--- config.mk ---
export PLATFORM = sky130hd
export DESIGN_NAME = fetch_top
export DESIGN_NICKNAME = d
export VERILOG_FILES = /design/src/rtl/fetch_pkg.sv /design/src/rtl/pc_step_if.sv /design/src/rtl/fetch_requester.sv /design/src/rtl/fetch_top.sv /design/src/rtl/pc_control.sv /design/src/rtl/pc_register.sv
export VERILOG_INCLUDE_DIRS = /design/src /design/src/rtl
export SDC_FILE = /design/constraint.sdc
export NUM_CORES = 1
export LEC_CHECK = 0
export BUFFER_PORTS_ARGS = -buffer_cell sky130_fd_sc_hd__buf_2
export CAP_MARGIN = 20
export CORE_MARGIN = 8
export CORE_UTILIZATION = 49
export CTS_BUF_LIST = sky130_fd_sc_hd__clkbuf_16
export DETAILED_ROUTE_END_ITERATION = 8
export PLACE_DENSITY = 0.76
export SYNTH_ARGS = -nofsm -noshare
export SYNTH_HDL_FRONTEND = slang
export SYNTH_SLANG_ARGS = --single-unit
export TNS_END_PERCENT = 5
--- constraint.sdc ---
create_clock -name clk -period 4.2 [get_ports clk]
set_input_delay 0.84 -clock clk [delete_from_list [all_inputs] [get_ports clk]]
set_output_delay 0.84 -clock clk [all_outputs]
set_load 0.01 [all_outputs]
--- src/rtl/fetch_config.svh ---
`ifndef FETCH_CONFIG_SVH
`define FETCH_CONFIG_SVH

// address and instruction word width
`define XLEN 32

// first fetch address out of reset
`define RESET_PC 32'h8000_0000

// request slots the instruction memory grants after reset
`define FETCH_CREDITS 2

// redirect generation tag wide enough for the credits in flight
`define EPOCH_W 2

`endif

--- src/rtl/fetch_pkg.sv ---
`default_nettype none

package fetch_pkg;

    `include "fetch_config.svh"

    typedef logic [`XLEN-1:0]    addr_t;
    typedef logic [`XLEN-1:0]    instr_t;
    typedef logic [`EPOCH_W-1:0] epoch_t;

    // counts from zero up to the full credit grant
    typedef logic [$clog2(`FETCH_CREDITS + 1)-1:0] credit_cnt_t;

    typedef enum logic [1:0] {
        STEP_HOLD     = 2'd0,
        STEP_SEQ      = 2'd1,  // pc + 4
        STEP_REDIRECT = 2'd2,
        STEP_JALR     = 2'd3
    } pc_step_e;

    typedef enum logic [1:0] {
        MD_IDLE        = 2'd0,
        MD_ARITH       = 2'd1,  // unit running
        MD_AWAIT_FETCH = 2'd2,  // result back with the fetch still out
        MD_TAIL        = 2'd3
    } md_state_e;

endpackage

`default_nettype wire

--- src/rtl/pc_step_if.sv ---
`default_nettype none
`timescale 1ns/10ps

interface pc_step_if;
    import fetch_pkg::*;

    pc_step_e step;     // what the pc does at the next edge
    addr_t    target;   // load value for redirect and jalr
    addr_t    pc;
    logic     changed;  // target load this cycle starting a new epoch

    // decision side
    modport ctrl (
        output step,
        output target
    );

    // pc holder
    modport datapath (
        input  step,
        input  target,
        output pc,
        output changed
    );

endinterface

`default_nettype wire

--- src/rtl/fetch_requester.sv ---
`default_nettype none
`timescale 1ns/10ps

`include "fetch_config.svh"

module fetch_requester (
    input  logic              clk,
    input  logic              rst_n,
    input  fetch_pkg::addr_t  pc,
    input  logic              changed,
    output logic              req_valid,
    output fetch_pkg::addr_t  req_addr,
    input  logic              credit_return,
    input  logic              rsp_valid,
    input  fetch_pkg::instr_t rsp_instr,
    output logic              instr_valid,
    output fetch_pkg::instr_t instr,
    output fetch_pkg::addr_t  instr_pc,
    output logic              fetch_done
);
    import fetch_pkg::*;

    localparam int DEPTH = `FETCH_CREDITS;
    localparam int PTR_W = (DEPTH > 1) ? $clog2(DEPTH) : 1;

    logic             armed;         // low for the first cycle out of reset
    credit_cnt_t      credits;
    credit_cnt_t      q_cnt;
    epoch_t           epoch;
    logic [PTR_W-1:0] wr_ptr;
    logic [PTR_W-1:0] rd_ptr;
    epoch_t           q_epoch [DEPTH];
    addr_t            q_addr  [DEPTH];
    logic             req_made;
    addr_t            req_pc;
    epoch_t           req_epoch;
    logic             need_req;
    logic             accept;
    logic             deliver_q;

    function automatic logic [PTR_W-1:0] ptr_inc(input logic [PTR_W-1:0] p);
        return (p == PTR_W'(DEPTH - 1)) ? '0 : p + 1'b1;
    endfunction

    // one request per pc and epoch
    assign need_req  = !req_made || (pc != req_pc) || (epoch != req_epoch);
    assign req_valid = armed && (credits != '0) && need_req && !changed;
    assign req_addr  = pc;

    // a response landing during a load belongs to the old path too
    assign accept = rsp_valid && (q_epoch[rd_ptr] == epoch) && !changed;

    always_ff @(posedge clk or negedge rst_n) begin
        if (!rst_n) begin
            armed     <= 1'b0;
            credits   <= credit_cnt_t'(`FETCH_CREDITS);
            q_cnt     <= '0;
            epoch     <= '0;
            wr_ptr    <= '0;
            rd_ptr    <= '0;
            req_made  <= 1'b0;
            deliver_q <= 1'b0;
        end else begin
            armed     <= 1'b1;
            deliver_q <= accept;
            if (changed)
                epoch <= epoch + epoch_t'(1);
            case ({req_valid, credit_return})
                2'b10:   credits <= credits - credit_cnt_t'(1);
                2'b01:   credits <= credits + credit_cnt_t'(1);
                default: credits <= credits;
            endcase
            case ({req_valid, rsp_valid})
                2'b10:   q_cnt <= q_cnt + credit_cnt_t'(1);
                2'b01:   q_cnt <= q_cnt - credit_cnt_t'(1);
                default: q_cnt <= q_cnt;
            endcase
            if (req_valid) begin
                wr_ptr   <= ptr_inc(wr_ptr);
                req_made <= 1'b1;
            end
            if (rsp_valid)
                rd_ptr <= ptr_inc(rd_ptr);  // stale ones are popped as well
        end
    end

    always_ff @(posedge clk) begin
        if (req_valid) begin
            q_epoch[wr_ptr] <= epoch;
            q_addr[wr_ptr]  <= pc;
            req_pc          <= pc;
            req_epoch       <= epoch;
        end
        if (accept) begin
            instr    <= rsp_instr;
            instr_pc <= q_addr[rd_ptr];
        end
    end

    assign instr_valid = deliver_q;
    assign fetch_done  = deliver_q;

    // memory returned more credits than it was ever given
    a_credit_max: assert property (
        @(posedge clk) disable iff (!rst_n) credits <= credit_cnt_t'(`FETCH_CREDITS));

    // every response must match an earlier request
    a_rsp_has_req: assert property (
        @(posedge clk) disable iff (!rst_n) rsp_valid |-> q_cnt != '0);

endmodule

`default_nettype wire

--- src/rtl/fetch_top.sv ---
`default_nettype none
`timescale 1ns/10ps

module fetch_top (
    input  logic              clk,
    input  logic              rst_n,
    // instruction memory
    output logic              req_valid,
    output fetch_pkg::addr_t  req_addr,
    input  logic              credit_return,
    input  logic              rsp_valid,
    input  fetch_pkg::instr_t rsp_instr,
    // decode side
    input  logic              redirect,
    input  fetch_pkg::addr_t  redirect_pc,
    input  logic              jalr,
    input  fetch_pkg::addr_t  jalr_pc,
    input  logic              mem_stall,
    input  logic              muldiv_start,
    input  logic              muldiv_done,
    output logic              instr_valid,
    output fetch_pkg::instr_t instr,
    output fetch_pkg::addr_t  instr_pc
);

    logic fetch_done;

    pc_step_if step_if ();

    pc_control i_pc_control (
        .clk          (clk),
        .rst_n        (rst_n),
        .jalr         (jalr),
        .jalr_pc      (jalr_pc),
        .redirect     (redirect),
        .redirect_pc  (redirect_pc),
        .mem_stall    (mem_stall),
        .muldiv_start (muldiv_start),
        .muldiv_done  (muldiv_done),
        .fetch_done   (fetch_done),
        .step_port    (step_if.ctrl)
    );

    pc_register i_pc_register (
        .clk       (clk),
        .rst_n     (rst_n),
        .step_port (step_if.datapath)
    );

    fetch_requester i_fetch_requester (
        .clk           (clk),
        .rst_n         (rst_n),
        .pc            (step_if.pc),
        .changed       (step_if.changed),
        .req_valid     (req_valid),
        .req_addr      (req_addr),
        .credit_return (credit_return),
        .rsp_valid     (rsp_valid),
        .rsp_instr     (rsp_instr),
        .instr_valid   (instr_valid),
        .instr         (instr),
        .instr_pc      (instr_pc),
        .fetch_done    (fetch_done)
    );

endmodule

`default_nettype wire

--- src/rtl/pc_control.sv ---
`default_nettype none
`timescale 1ns/10ps

module pc_control (
    input  logic             clk,
    input  logic             rst_n,
    input  logic             jalr,
    input  fetch_pkg::addr_t jalr_pc,
    input  logic             redirect,
    input  fetch_pkg::addr_t redirect_pc,
    input  logic             mem_stall,
    input  logic             muldiv_start,
    input  logic             muldiv_done,
    input  logic             fetch_done,
    pc_step_if.ctrl          step_port
);
    import fetch_pkg::*;

    md_state_e md_state;
    md_state_e md_next;
    logic      md_advance;
    logic      md_busy;
    logic      fetch_owed;     // completed fetch not yet turned into a step
    logic      fetch_seen;
    logic      jalr_pending;
    addr_t     jalr_target;
    pc_step_e  step_d;

    assign fetch_seen = fetch_done || fetch_owed;

    always_comb begin
        md_next    = md_state;
        md_advance = 1'b0;
        case (md_state)
            MD_IDLE: begin
                if (muldiv_start)
                    md_next = MD_ARITH;
            end
            MD_ARITH: begin
                if (muldiv_done) begin
                    if (fetch_seen) begin
                        md_next    = MD_TAIL;
                        md_advance = 1'b1;
                    end else begin
                        md_next = MD_AWAIT_FETCH;
                    end
                end
            end
            MD_AWAIT_FETCH: begin
                if (fetch_seen) begin
                    md_next    = MD_TAIL;
                    md_advance = 1'b1;
                end
            end
            default: md_next = MD_IDLE;  // tail lasts one cycle
        endcase
    end

    // pc frozen from start until the result and a fetch have both arrived
    assign md_busy = (md_state == MD_IDLE && muldiv_start) ||
                     ((md_state == MD_ARITH || md_state == MD_AWAIT_FETCH) && !md_advance);

    always_comb begin
        if (md_busy)
            step_d = STEP_HOLD;
        else if (mem_stall)
            step_d = STEP_HOLD;
        else if (jalr)
            step_d = STEP_HOLD;      // target lands next cycle
        else if (jalr_pending)
            step_d = STEP_JALR;
        else if (redirect)
            step_d = STEP_REDIRECT;
        else if (fetch_seen)
            step_d = STEP_SEQ;
        else
            step_d = STEP_HOLD;
    end

    assign step_port.step   = step_d;
    assign step_port.target = (step_d == STEP_JALR) ? jalr_target : redirect_pc;

    always_ff @(posedge clk or negedge rst_n) begin
        if (!rst_n) begin
            md_state     <= MD_IDLE;
            fetch_owed   <= 1'b0;
            jalr_pending <= 1'b0;
        end else begin
            md_state     <= md_next;
            fetch_owed   <= fetch_seen && (step_d == STEP_HOLD);
            jalr_pending <= jalr || (jalr_pending && step_d != STEP_JALR);
        end
    end

    always_ff @(posedge clk) begin
        if (jalr)
            jalr_target <= jalr_pc;
    end

    // decode never raises both in one cycle
    a_redirect_jalr_excl: assert property (
        @(posedge clk) disable iff (!rst_n) $onehot0({redirect, jalr}));

    // a result without a started operation means decode lost track
    a_done_needs_start: assert property (
        @(posedge clk) disable iff (!rst_n) muldiv_done |-> md_state != MD_IDLE);

endmodule

`default_nettype wire

--- src/rtl/pc_register.sv ---
`default_nettype none
`timescale 1ns/10ps

`include "fetch_config.svh"

module pc_register (
    input  logic         clk,
    input  logic         rst_n,
    pc_step_if.datapath  step_port
);
    import fetch_pkg::*;

    addr_t pc_q;
    addr_t pc_d;
    logic  load;

    assign load = (step_port.step == STEP_REDIRECT) || (step_port.step == STEP_JALR);

    always_comb begin
        case (step_port.step)
            STEP_SEQ:                 pc_d = pc_q + addr_t'(4);
            STEP_REDIRECT, STEP_JALR: pc_d = step_port.target;
            default:                  pc_d = pc_q;  // hold
        endcase
    end

    always_ff @(posedge clk or negedge rst_n) begin
        if (!rst_n)
            pc_q <= `RESET_PC;
        else
            pc_q <= pc_d;
    end

    assign step_port.pc      = pc_q;
    assign step_port.changed = load;  // epoch moves together with the pc

    // misaligned decode targets would show up here
    a_pc_aligned: assert property (
        @(posedge clk) disable iff (!rst_n) pc_q[1:0] == 2'b00);

endmodule

`default_nettype wire

# Yosys cells after proc, flatten, opt, wreduce, memory -nomap -nowiden
# Memory sizes are Yosys's and may differ from the RTL's. A register that Yosys moved wholly into a read port is not among the register bits.
# Cells that the tools add are included.
[word_totals]
register_bits = 143
ramBits = 68
inputBits = 105
elab_cells = 84
memories = 2
[op_classes]
addsub = 6
n_eq_ne = 14
mux = 21
n_reduce_logical = 26
[memory_table]
columns = ["name", "depth", "word_bits", "rd", "rd_clocked_by_memory_dff", "write_ports", "line_no", "rtl"]
rows = [
  ["i_fetch_requester.q_addr", 2, 32, 1, 1, 1, "fetch_requester.sv:33", "addr_t q_addr [DEPTH];"],
  ["i_fetch_requester.q_epoch", 2, 2, 1, 0, 1, "fetch_requester.sv:32", "epoch_t q_epoch [DEPTH];"],
]
[ops]
columns = ["cell", "count"]
rows = [
  ["one-hot mux 32 bit (2 select lines)", 1],
  ["adder 32 x 3 -> 32 bit (second input constant)", 1],
  ["2-to-1 mux 32 bit", 1],
  ["inequality test 32 bit", 1],
  ["2-to-1 mux 2 bit", 8],
  ["logical AND 1 bit", 9],
  ["equality test 2 bit (second input constant)", 4],
  ["2-to-1 mux 1 bit", 8],
  ["logical OR 1 bit", 7],
  ["equality test 2 x 1 -> 1 bit (second input constant)", 3],
  ["inequality test 2 bit (second input constant)", 3],
  ["one-hot mux 2 bit (3 select lines)", 1],
  ["nonzero test 2 bit", 3],
  ["adder 2 x 1 -> 2 bit (second input constant)", 2],
  ["logical NOT 2 bit", 2],
  ["one-hot mux 2 bit (2 select lines)", 1],
  ["logical NOT 1 bit", 3],
  ["AND reduction 3 bit", 1],
  ["adder 1 bit (second input constant)", 2],
  ["equality test 2 bit", 1],
  ["inequality test 2 x 1 -> 1 bit (second input constant)", 1],
  ["inequality test 2 bit", 1],
  ["one-hot mux 1 bit (2 select lines)", 1],
  ["OR reduction 2 bit", 1],
  ["subtractor 2 x 1 -> 2 bit (second input constant)", 1],
]

# Depth between registers and ports, before layout
# Gate-level depths: netlist of run 1.
[logic_depth]
depth_word = 14
mapped_depth = 11

# Hierarchy
# Synthesis of run 1 repeated with hierarchy kept, for this count alone.
[unflattened]
hier_cells = 626
hier_area_um2 = 9998.3
[modules_own_cells]
columns = ["mod", "n_inst", "cells_per_inst", "area_per_inst_um2"]
rows = [
  ["fetch_requester", 1, 320, 6402.4],
  ["pc_register", 1, 204, 1835.5],
  ["pc_control", 1, 102, 1760.4],
]

# Worst setup path before layout of run 1
# OpenSTA, ideal clock, no wires.
[synth_path]
path_type = "input port to flip-flop"
start = "in muldiv_done"
end = "reg i_fetch_requester.instr[0], enable pin"
t_arrival_ns = 4.372
path_slack_ns = -0.659
path_stages = 6
path_buffers = 2
path_cell_list = "a21oi_1 > o21a_1 > clkbuf_1 > nor2_1 > clkbuf_1 > nor2_1"
[synth_between]
elab_chain_len = 10
elab_cells_between_ends = 11
classes_between = "eq/ne (2); mux (3); reduce/logical (6)"
[synth_rtl]
columns = ["item", "line_no", "rtl"]
rows = [
  ["start, declared", "fetch_top.sv:20", "input logic muldiv_done,"],
  ["2-to-1 mux 1 bit (*)", "pc_control.sv:40", "if (muldiv_done) begin"],
  ["one-hot mux 1 bit (2 select lines) (*)", "pc_control.sv:34", "case (md_state)"],
  ["logical NOT 1 bit (*)", "pc_control.sv:61", "((md_state == MD_ARITH || md_state == MD_AWAIT_FETCH) && !md_advance);"],
  ["logical AND 1 bit (*)", "pc_control.sv:61", ""],
  ["logical OR 1 bit (*)", "pc_control.sv:60", "assign md_busy = (md_state == MD_IDLE && muldiv_start) ||"],
  ["2-to-1 mux 2 bit (*)", "pc_control.sv:64", "if (md_busy)"],
  ["equality test 2 bit", "pc_register.sv:17", "assign load = (step_port.step == STEP_REDIRECT) || (step_port.step == STEP_JALR);"],
  ["logical OR 1 bit (*)", "pc_register.sv:17", ""],
  ["logical NOT 1 bit (*)", "fetch_requester.sv:51", "assign accept = rsp_valid && (q_epoch[rd_ptr] == epoch) && !changed;"],
  ["logical AND 1 bit (*)", "fetch_requester.sv:51", ""],
  ["via i_fetch_requester.accept", "fetch_requester.sv:38", "logic accept;"],
  ["end signal, assigned", "fetch_requester.sv:95", "instr <= rsp_instr;"],
  ["end, declared", "fetch_requester.sv:17", "output fetch_pkg::instr_t instr,"],
]
# The timed path passes the listed nets; every way through them passes the cells marked *.
# A chain may end at the register's enable or synchronous reset.

# Worst setup path after layout of run 1
[layout_path]
start = "reg i_pc_control.md_state[0]"
end = "out req_valid"
[layout_between]
elab_chain_len = 10
elab_cells_between_ends = 15
classes_between = "eq/ne (4); mux (2); reduce/logical (9)"
[layout_rtl]
columns = ["item", "line_no", "rtl"]
rows = [
  ["start, declared", "pc_control.sv:19", "md_state_e md_state;"],
  ["start signal, assigned", "pc_control.sv:89", "md_state <= md_next;"],
  ["equality test 2 bit / equality test 2 x 1 -> 1 bit (equally long branches)", "pc_control.sv:34, pc_control.sv:61", ""],
  ["one-hot mux 1 bit (2 select lines)", "pc_control.sv:34", ""],
  ["logical NOT 1 bit", "pc_control.sv:61", ""],
  ["logical AND 1 bit", "pc_control.sv:61", ""],
  ["logical OR 1 bit (*)", "pc_control.sv:60", ""],
  ["2-to-1 mux 2 bit (*)", "pc_control.sv:64", ""],
  ["equality test 2 bit", "pc_register.sv:17", ""],
  ["logical OR 1 bit (*)", "pc_register.sv:17", ""],
  ["logical NOT 1 bit (*)", "fetch_requester.sv:47", "assign req_valid = armed && (credits != '0) && need_req && !changed;"],
  ["logical AND 1 bit (*)", "fetch_requester.sv:47", ""],
  ["end, declared", "fetch_top.sv:8", "output logic req_valid,"],
]
# Mark *: on every way between the ends. The rest lies on a longest branch, timed or not.

==> summary.txt, run 1 <==
Logic synthesis
  • Ys flop type: edfxtp_1
  • Post-synth EDFFs: 198
  • Seq/Total Area, Yosys: 72.74%
  • Syn avg cell area: 15.71 um^2
  • Post-Syn Area: 0.009726 mm^2
  • Synth warn: 0
  • Seq cells post-synth: 243
  • Distinct cell type count after synthesis: 61
  • Async SR Flop Fraction: 18.52%
  • Synth Instances: 619
  • Syn nets: 730

STA
  • Slew @ Worst Pin: 857.0 ps
  • Fin. Hold Viols: 0
  • # setup viols final: 0
  • Max-slew violation count: 0
  • Final Critical Period: 3540 ps
  • Min Hold Slack: 345.9 ps
  • Max Fclk: 0.2825 GHz
  • Post-Route Skew: 15.89 ps
  • Slew margin rel.: 42.65%
  • Final Worst Setup Slack: 660.2 ps
  • RSZ-0062 raised after global routing: false
  • Fin crit share: 84.28%

Critical path
  • Critical path class: reg -> out
  • Crit Path Max Fanout: 5
  • Critical path launch point type: register
  • Critical Path Sink Type: output port
  • Reg2reg start: i_pc_control.md_state[0]$_DFFE_PN0P_
  • Required time of the critical path: 3360 ps
  • Reg2reg setup slack: 1360 ps
  • Depth of the most critical reg-to-reg path: 7
  • Crit Reg-Reg Endpoint: i_pc_register.step_port.pc[29]$_DFFE_PN0P_
  • CP Capture Point: req_valid
  • Crit. Startpoint: i_pc_control.md_state[0]$_DFFE_PN0P_
  • WP data arrival: 2700 ps

Clock network
  • Worst-path clk slew: 60 ps
  • Post-CTS resize count: 0
  • # H-tree levels: 1
  • Post-CTS Setup Bufs: 0
  • Num CTS Buffers: 26
  • Worst-Skew Late Latency: 530 ps
  • Max Buffers Root-to-Sink: 3
  • Post-CTS Hold Fix Bufs: 0
  • Clk root buf: clkbuf_16
  • CTS tree: built
  • Clock sink count: 243

Pwr
  • Switching power: 2.943 mW
  • VDD IR-drop max: 0.3580 mV
  • PD cells: 738.5 mW/mm^2
  • Final Total Pwr: 8.837 mW
  • Reg power frac: 48.0%
  • Clk pwr share: 23.7%
  • Switching Fraction: 33.31%
  • P_int: 5.894 mW
  • Part of the power in combinational logic: 28.3%
  • Pleak: 4.509 nW

Finish
  • Commonest non-fill, non-tap cells in the layout: buf_2, edfxtp_1, dfrtp_1
  • Layout cells sized above 1: 35.19%
  • Fill count: 1487
  • Fin cells: 1129
  • Synthesis-to-layout area growth: 23.04%
  • Commonest non-fill, non-tap cell in the layout: buf_2
  • Nets: 955
  • Diode count: 0

Floorplanning
  • Rows: 51
  • Initial Util: 49.97%
  • Total core area: 0.01946 mm^2
  • I/O Pins: 203
  • Die Ht: 156.9 um
  • Die Area: 0.02461 mm^2
  • Chip width: 156.9 um

Place
  • Place WS: 980.8 ps
  • Dpl hpwl: 15300 um
  • Routability cong.: 0.8975
  • # port buffers: 202
  • Dpl cells: 1080

Run
  • Max-cap violation count: 0

Routing
  • Via count: 6164
  • Drt total wl: 22170 um
  • Met3 routed WL: 2219 um
  • Avg WL per Cell: 19.63 um
  • Drt drc: 0
  • Max Used Layer: met4
  • Vias per cell: 5.460
  • Met1 wire length: 9489 um
  • ANT nets after route: 0
  • DR iter-0 viols: 505
  • Initial DRT Pass Iterations: 5
  • Met2 WL post-DR: 9966 um

Run status
  • Status: complete, no violations

GRT
  • Grt total ovfl: 0
  • Initial antenna violation count: 0
  • GRT Util Overall: 17.63%
  • Vias in the first global route: 6187
  • Largest net degree at the start of global routing: 59
  • Global-route wire length before repair: 34110 um

Hold path
  • Hold Crit Class: in -> async
state kept, by name, summed over array words and instances (netlist names), 4 cells and up:
signal,flops
i_fetch_requester.q_epoch,4
i_fetch_requester.q_addr,64
i_fetch_requester.instr,32
i_pc_control.jalr_target,32
i_fetch_requester.instr_pc,32
i_pc_register.step_port.pc,32
i_fetch_requester.req_pc,32
synthesized netlist by cell type (3+ instances only):
cell type / count / share of area [%]
nor2_1: 15 / 0.58
nand3_1: 15 / 0.77
a21oi_1: 12 / 0.62
nor4_1: 12 / 0.77
mux2i_1: 8 / 0.82
and4_1: 6 / 0.54
o221ai_1: 10 / 0.90
o211ai_1: 9 / 0.69
nor3b_1: 3 / 0.23
clkbuf_1: 18 / 0.69
xor2_1: 42 / 3.8
a2bb2oi_1: 5 / 0.45
o22ai_1: 7 / 0.45
or2_2: 3 / 0.19
o21ai_0: 30 / 1.5
a211oi_1: 3 / 0.23
xnor2_1: 13 / 1.2
a31oi_1: 3 / 0.19
ha_1: 6 / 0.77
nor3_1: 13 / 0.67
edfxtp_1: 198 / 61
and3_1: 5 / 0.32
o31ai_1: 6 / 0.46
mux2_2: 33 / 3.8
nand4_1: 13 / 0.84
inv_1: 12 / 0.46
dfrtp_1: 43 / 11
or4_1: 8 / 0.62
and2_1: 3 / 0.19
nand2_1: 20 / 0.77
buf_2: 3 / 0.15
layout make-up:
type                    count  area, um^2  area share, %
repair buffers            222        1206          10.08
clock buffers              27       675.6          5.646
well taps                 265       331.6          2.771
multi-input cells         339        2519          21.05
clock inverters            21       115.1         0.9619
flip-flops and latches    243        7074          59.12
inverters                  12       45.04         0.3764
power groups by stage:
stage	logic [mW]	registers, mW	clock network [mW]
after floorplan	1.38	4.31	0
after global placement	2.48	4.26	0
after detailed placement	2.52	4.29	0
after CTS	2.53	4.25	2.13
after global routing	2.74	4.35	2.22
final	2.50	4.24	2.09
cell families (layout without fill, tap and decap cells):
logic type | after synthesis | count (layout) | share of synthesized area, %
buffers and inverters | 37 | 282 | 1.544
AO/OA/AOI/OAI | 108 | 108 | 7.577
other | 1 | 1 | 0.03856
multiplexers | 41 | 41 | 4.644
AND/OR/NAND/NOR | 128 | 128 | 7.732
XOR/XNOR | 55 | 55 | 4.953
flip-flops | 243 | 243 | 72.74
adder cells (fa/ha/maj) | 6 | 6 | 0.7719
per-stage QoR:
stage	util, %	cell area (um^2)	setup TNS (ps)
3_5_place_dp	57.28	11150	0
2_1_floorplan	-	9728	-8538
5_1_grt	61.49	11970	0
3_3_place_gp	57.28	11150	0
6_report	61.49	11970	0
4_1_cts	61.34	11940	0
critical path, cell delays in order (launching register included):
cell     delay (ps)
dfrtp_1         380
inv_1            90
ha_1            260
a21o_1          230
or3_1           420
o21ai_0         510
nor2_2          120
buf_2           170
routing by layer:
layer	vias to the layer above	global-route usage (%)
li1	2869	-
met1	2943	24.18
met2	315	27.69
met3	37	3.944
met4	0	4.989
met5	-	0.6466
worst min-delay path by stage:
stage / from / endpoint / slack (ps) / depth (start not counted)
2_1_floorplan: i_fetch_requester.req_made$_DFFE_PN0P_ / i_fetch_requester.req_made$_DFFE_PN0P_ / 440 / 1
3_5_place_dp: i_fetch_requester.req_made$_DFFE_PN0P_ / i_fetch_requester.req_made$_DFFE_PN0P_ / 500 / 1
5_1_grt: rst_n / i_pc_register.step_port.pc[0]$_DFFE_PN0P_ / 380 / 1
3_3_place_gp: i_fetch_requester.req_made$_DFFE_PN0P_ / i_fetch_requester.req_made$_DFFE_PN0P_ / 480 / 1
4_1_cts: rsp_instr[12] / i_fetch_requester.instr[12]$_DFFE_PP_ / 470 / 1
6_report: rst_n / i_pc_register.step_port.pc[0]$_DFFE_PN0P_ / 350 / 1
Power figures use the tool's default switching activity.
==> run 2, diff against run 1 <==
CORE_UTILIZATION = 55   (was 49)
PLACE_DENSITY = 0.8   (was 0.76)
clock period = 3.46 ns   (was 4.2 ns; I/O delays follow)
==> run 2 against run 1 <==
Against the previous run:
- clock power grew 27%
- critical path depth shrank 1
- via count grew 2.4%
- critical endpoint unchanged
- die area shrank 9.8%
- sequential cell count is the same
- register-to-register slack lost 740 ps
- combinational power grew 29%
- sequential power grew 20%
- clock skew shrank 2.1 ps
- largest cell class unchanged
- core utilization grew 8.0 points
- routed wire length grew 3.1%
- final cell count shrank 2.7%
==> summary.txt, run 2 (synthesis gave the netlist of run 1 again) <==
Place
  • Dpl cells: 1051
  • Routability cong.: 0.9228
  • Place WS: 384.5 ps
  • Dpl hpwl: 16390 um
  • # port buffers: 202

Clock network
  • Post-CTS resize count: 1
  • Worst-path clk slew: 60 ps
  • Max Buffers Root-to-Sink: 3
  • # H-tree levels: 1
  • Post-CTS Setup Bufs: 0
  • Num CTS Buffers: 25
  • Clk root buf: clkbuf_16
  • CTS tree: built
  • Post-CTS Hold Fix Bufs: 0
  • Worst-Skew Late Latency: 520 ps
  • Clock sink count: 243

Critical path
  • Critical path launch point type: register
  • Critical Path Sink Type: output port
  • Crit Path Max Fanout: 9
  • Crit-path max cell delay: 510 ps
  • Slowest-stage cell, CP: dfrtp_1
  • Required time of the critical path: 2770 ps
  • Top delay family on crit path: simple AND/OR/NAND/NOR gates
  • Worst-path cell chain: xor2_1, nor4_1, nand4_1, nor3_2, nor2_2, buf_2
  • WP data arrival: 2580 ps
  • Crit path buffers/inverters: 1
  • Critical path class: reg -> out

Finish
  • Fin cells: 1098
  • Nets: 965
  • Max reg flops: 64
  • Commonest non-fill, non-tap cells in the layout: buf_2, edfxtp_1, xor2_1
  • Synthesis-to-layout area growth: 23.65%
  • Layout cells sized above 1: 36.20%
  • Commonest non-fill, non-tap cell in the layout: buf_2
  • Final Util: 69.52%
  • Diode count: 0
  • Largest reg by FF count: i_fetch_requester.q_addr

STA
  • # setup viols final: 0
  • Fin crit share: 94.47%
  • Final Critical Period: 3269 ps
  • Fin. Hold Viols: 0
  • Slew margin rel.: 46.85%
  • Max Fclk: 0.3059 GHz
  • Max-slew violation count: 0
  • RSZ-0062 raised after global routing: false
  • Final Worst Setup Slack: 191.2 ps
  • Slew @ Worst Pin: 794.6 ps
  • Min Hold Slack: 27.72 ps
  • Post-Route Skew: 13.80 ps

Routing
  • Vias per cell: 5.750
  • Initial DRT Pass Iterations: 5
  • Via count: 6314
  • Drt drc: 0
  • Avg WL per Cell: 20.82 um
  • Drt total wl: 22860 um
  • ANT nets after route: 0
  • DR iter-0 viols: 463

Floorplanning
  • Die Area: 0.02219 mm^2
  • Initial Util: 56.23%
  • Die Ht: 149.0 um
  • Chip width: 149.0 um
  • I/O Pins: 203
  • Rows: 48
  • Total core area: 0.01730 mm^2

GRT
  • Initial antenna violation count: 0
  • Vias in the first global route: 6492
  • Global-route wire length before repair: 35380 um
  • GRT Util Overall: 20.16%
  • Grt total ovfl: 0
  • Largest net degree at the start of global routing: 46

Pwr
  • Pleak: 4.584 nW
  • VDD IR-drop max: 0.6648 mV
  • PD cells: 911.7 mW/mm^2

Run
  • Max-cap violation count: 0

Run status
  • Status: complete, no violations

Hold path
  • Hold Crit Class: in -> async
==> run 2: cell types whose count changed in the layout (fill, tap and decap cells not counted), moves of 2 or more <==
cell | previous run | this run
dfrtp_1 | 43 | 41
clkinv_2 | 5 | 1
dfrtp_2 | 0 | 2
inv_1 | 17 | 22
clkbuf_16 | 27 | 25
bufinv_16 | 1 | 4
buf_4 | 17 | 29
clkinv_1 | 9 | 4
==> run 2: stage by stage <==
step                      power (mW)  instance area, um^2  setup TNS, ps
after global routing           11.52                12030              0
after floorplan                6.909                 9738         -963.0
final                          10.96                12030              0
after CTS                      11.03                12000              0
after detailed placement       8.360                11170              0
after global placement         8.197                11170              0
==> run 2: cell type report <==
type,count,area (um^2)
Sequential cell,243,7077
Fill cell,1215,5271
Multi-Input combinational cell,339,2530
Timing Repair Buffer,233,1269
Clock buffer,25,625.6
Tap cell,225,281.5
Clock inverter,21,197.7
Inverter,12,45.04
==> run 2: layer usage <==
layer / share of wire, % / routed length (um) / vias up / track usage (%)
met4: 2.9 / 653 / 0 / 6.865
li1: - / - / 2903 / -
met5: 0 / 0 / - / 0
met2: 46 / 10590 / 337 / 32.71
met3: 9.7 / 2223 / 48 / 4.581
met1: 41 / 9393 / 3026 / 26.38
==> run 2: worst paths after layout <==
| check | start | slack, ps | cells past startpoint | endpoint |
|---|---|---|---|---|
| setup / recovery | i_pc_register.step_port.pc[5]$_DFFE_PN0P_ | 190 | 6 | req_valid |
| hold / removal | rst_n | 30 | 1 | i_pc_register.step_port.pc[29]$_DFFE_PN0P_ |
| setup reg to reg | i_pc_control.md_state[1]$_DFFE_PN0P_ | 620 | 8 | i_fetch_requester.q_addr[1][28]$_DFFE_PP_ |
| hold reg to reg | i_pc_control.jalr_target[18]$_DFFE_PP_ | 490 | 2 | i_pc_register.step_port.pc[18]$_DFFE_PN0P_ |
| max in group asynchronous | rst_n | 2910 | 2 | i_fetch_requester.credits[1]$_DFFE_PN1P_ |
| min in group clk | jalr_pc[2] | 350 | 1 | i_pc_control.jalr_target[2]$_DFFE_PP_ |
==> run 2: where the power goes <==
group	total (mW)	internal, mW	switching (mW)
Combinational	3.23	1.26	1.97
Sequential	5.08	4.47	0.611
Clock	2.65	1.61	1.04
Total	11.0	7.34	3.62
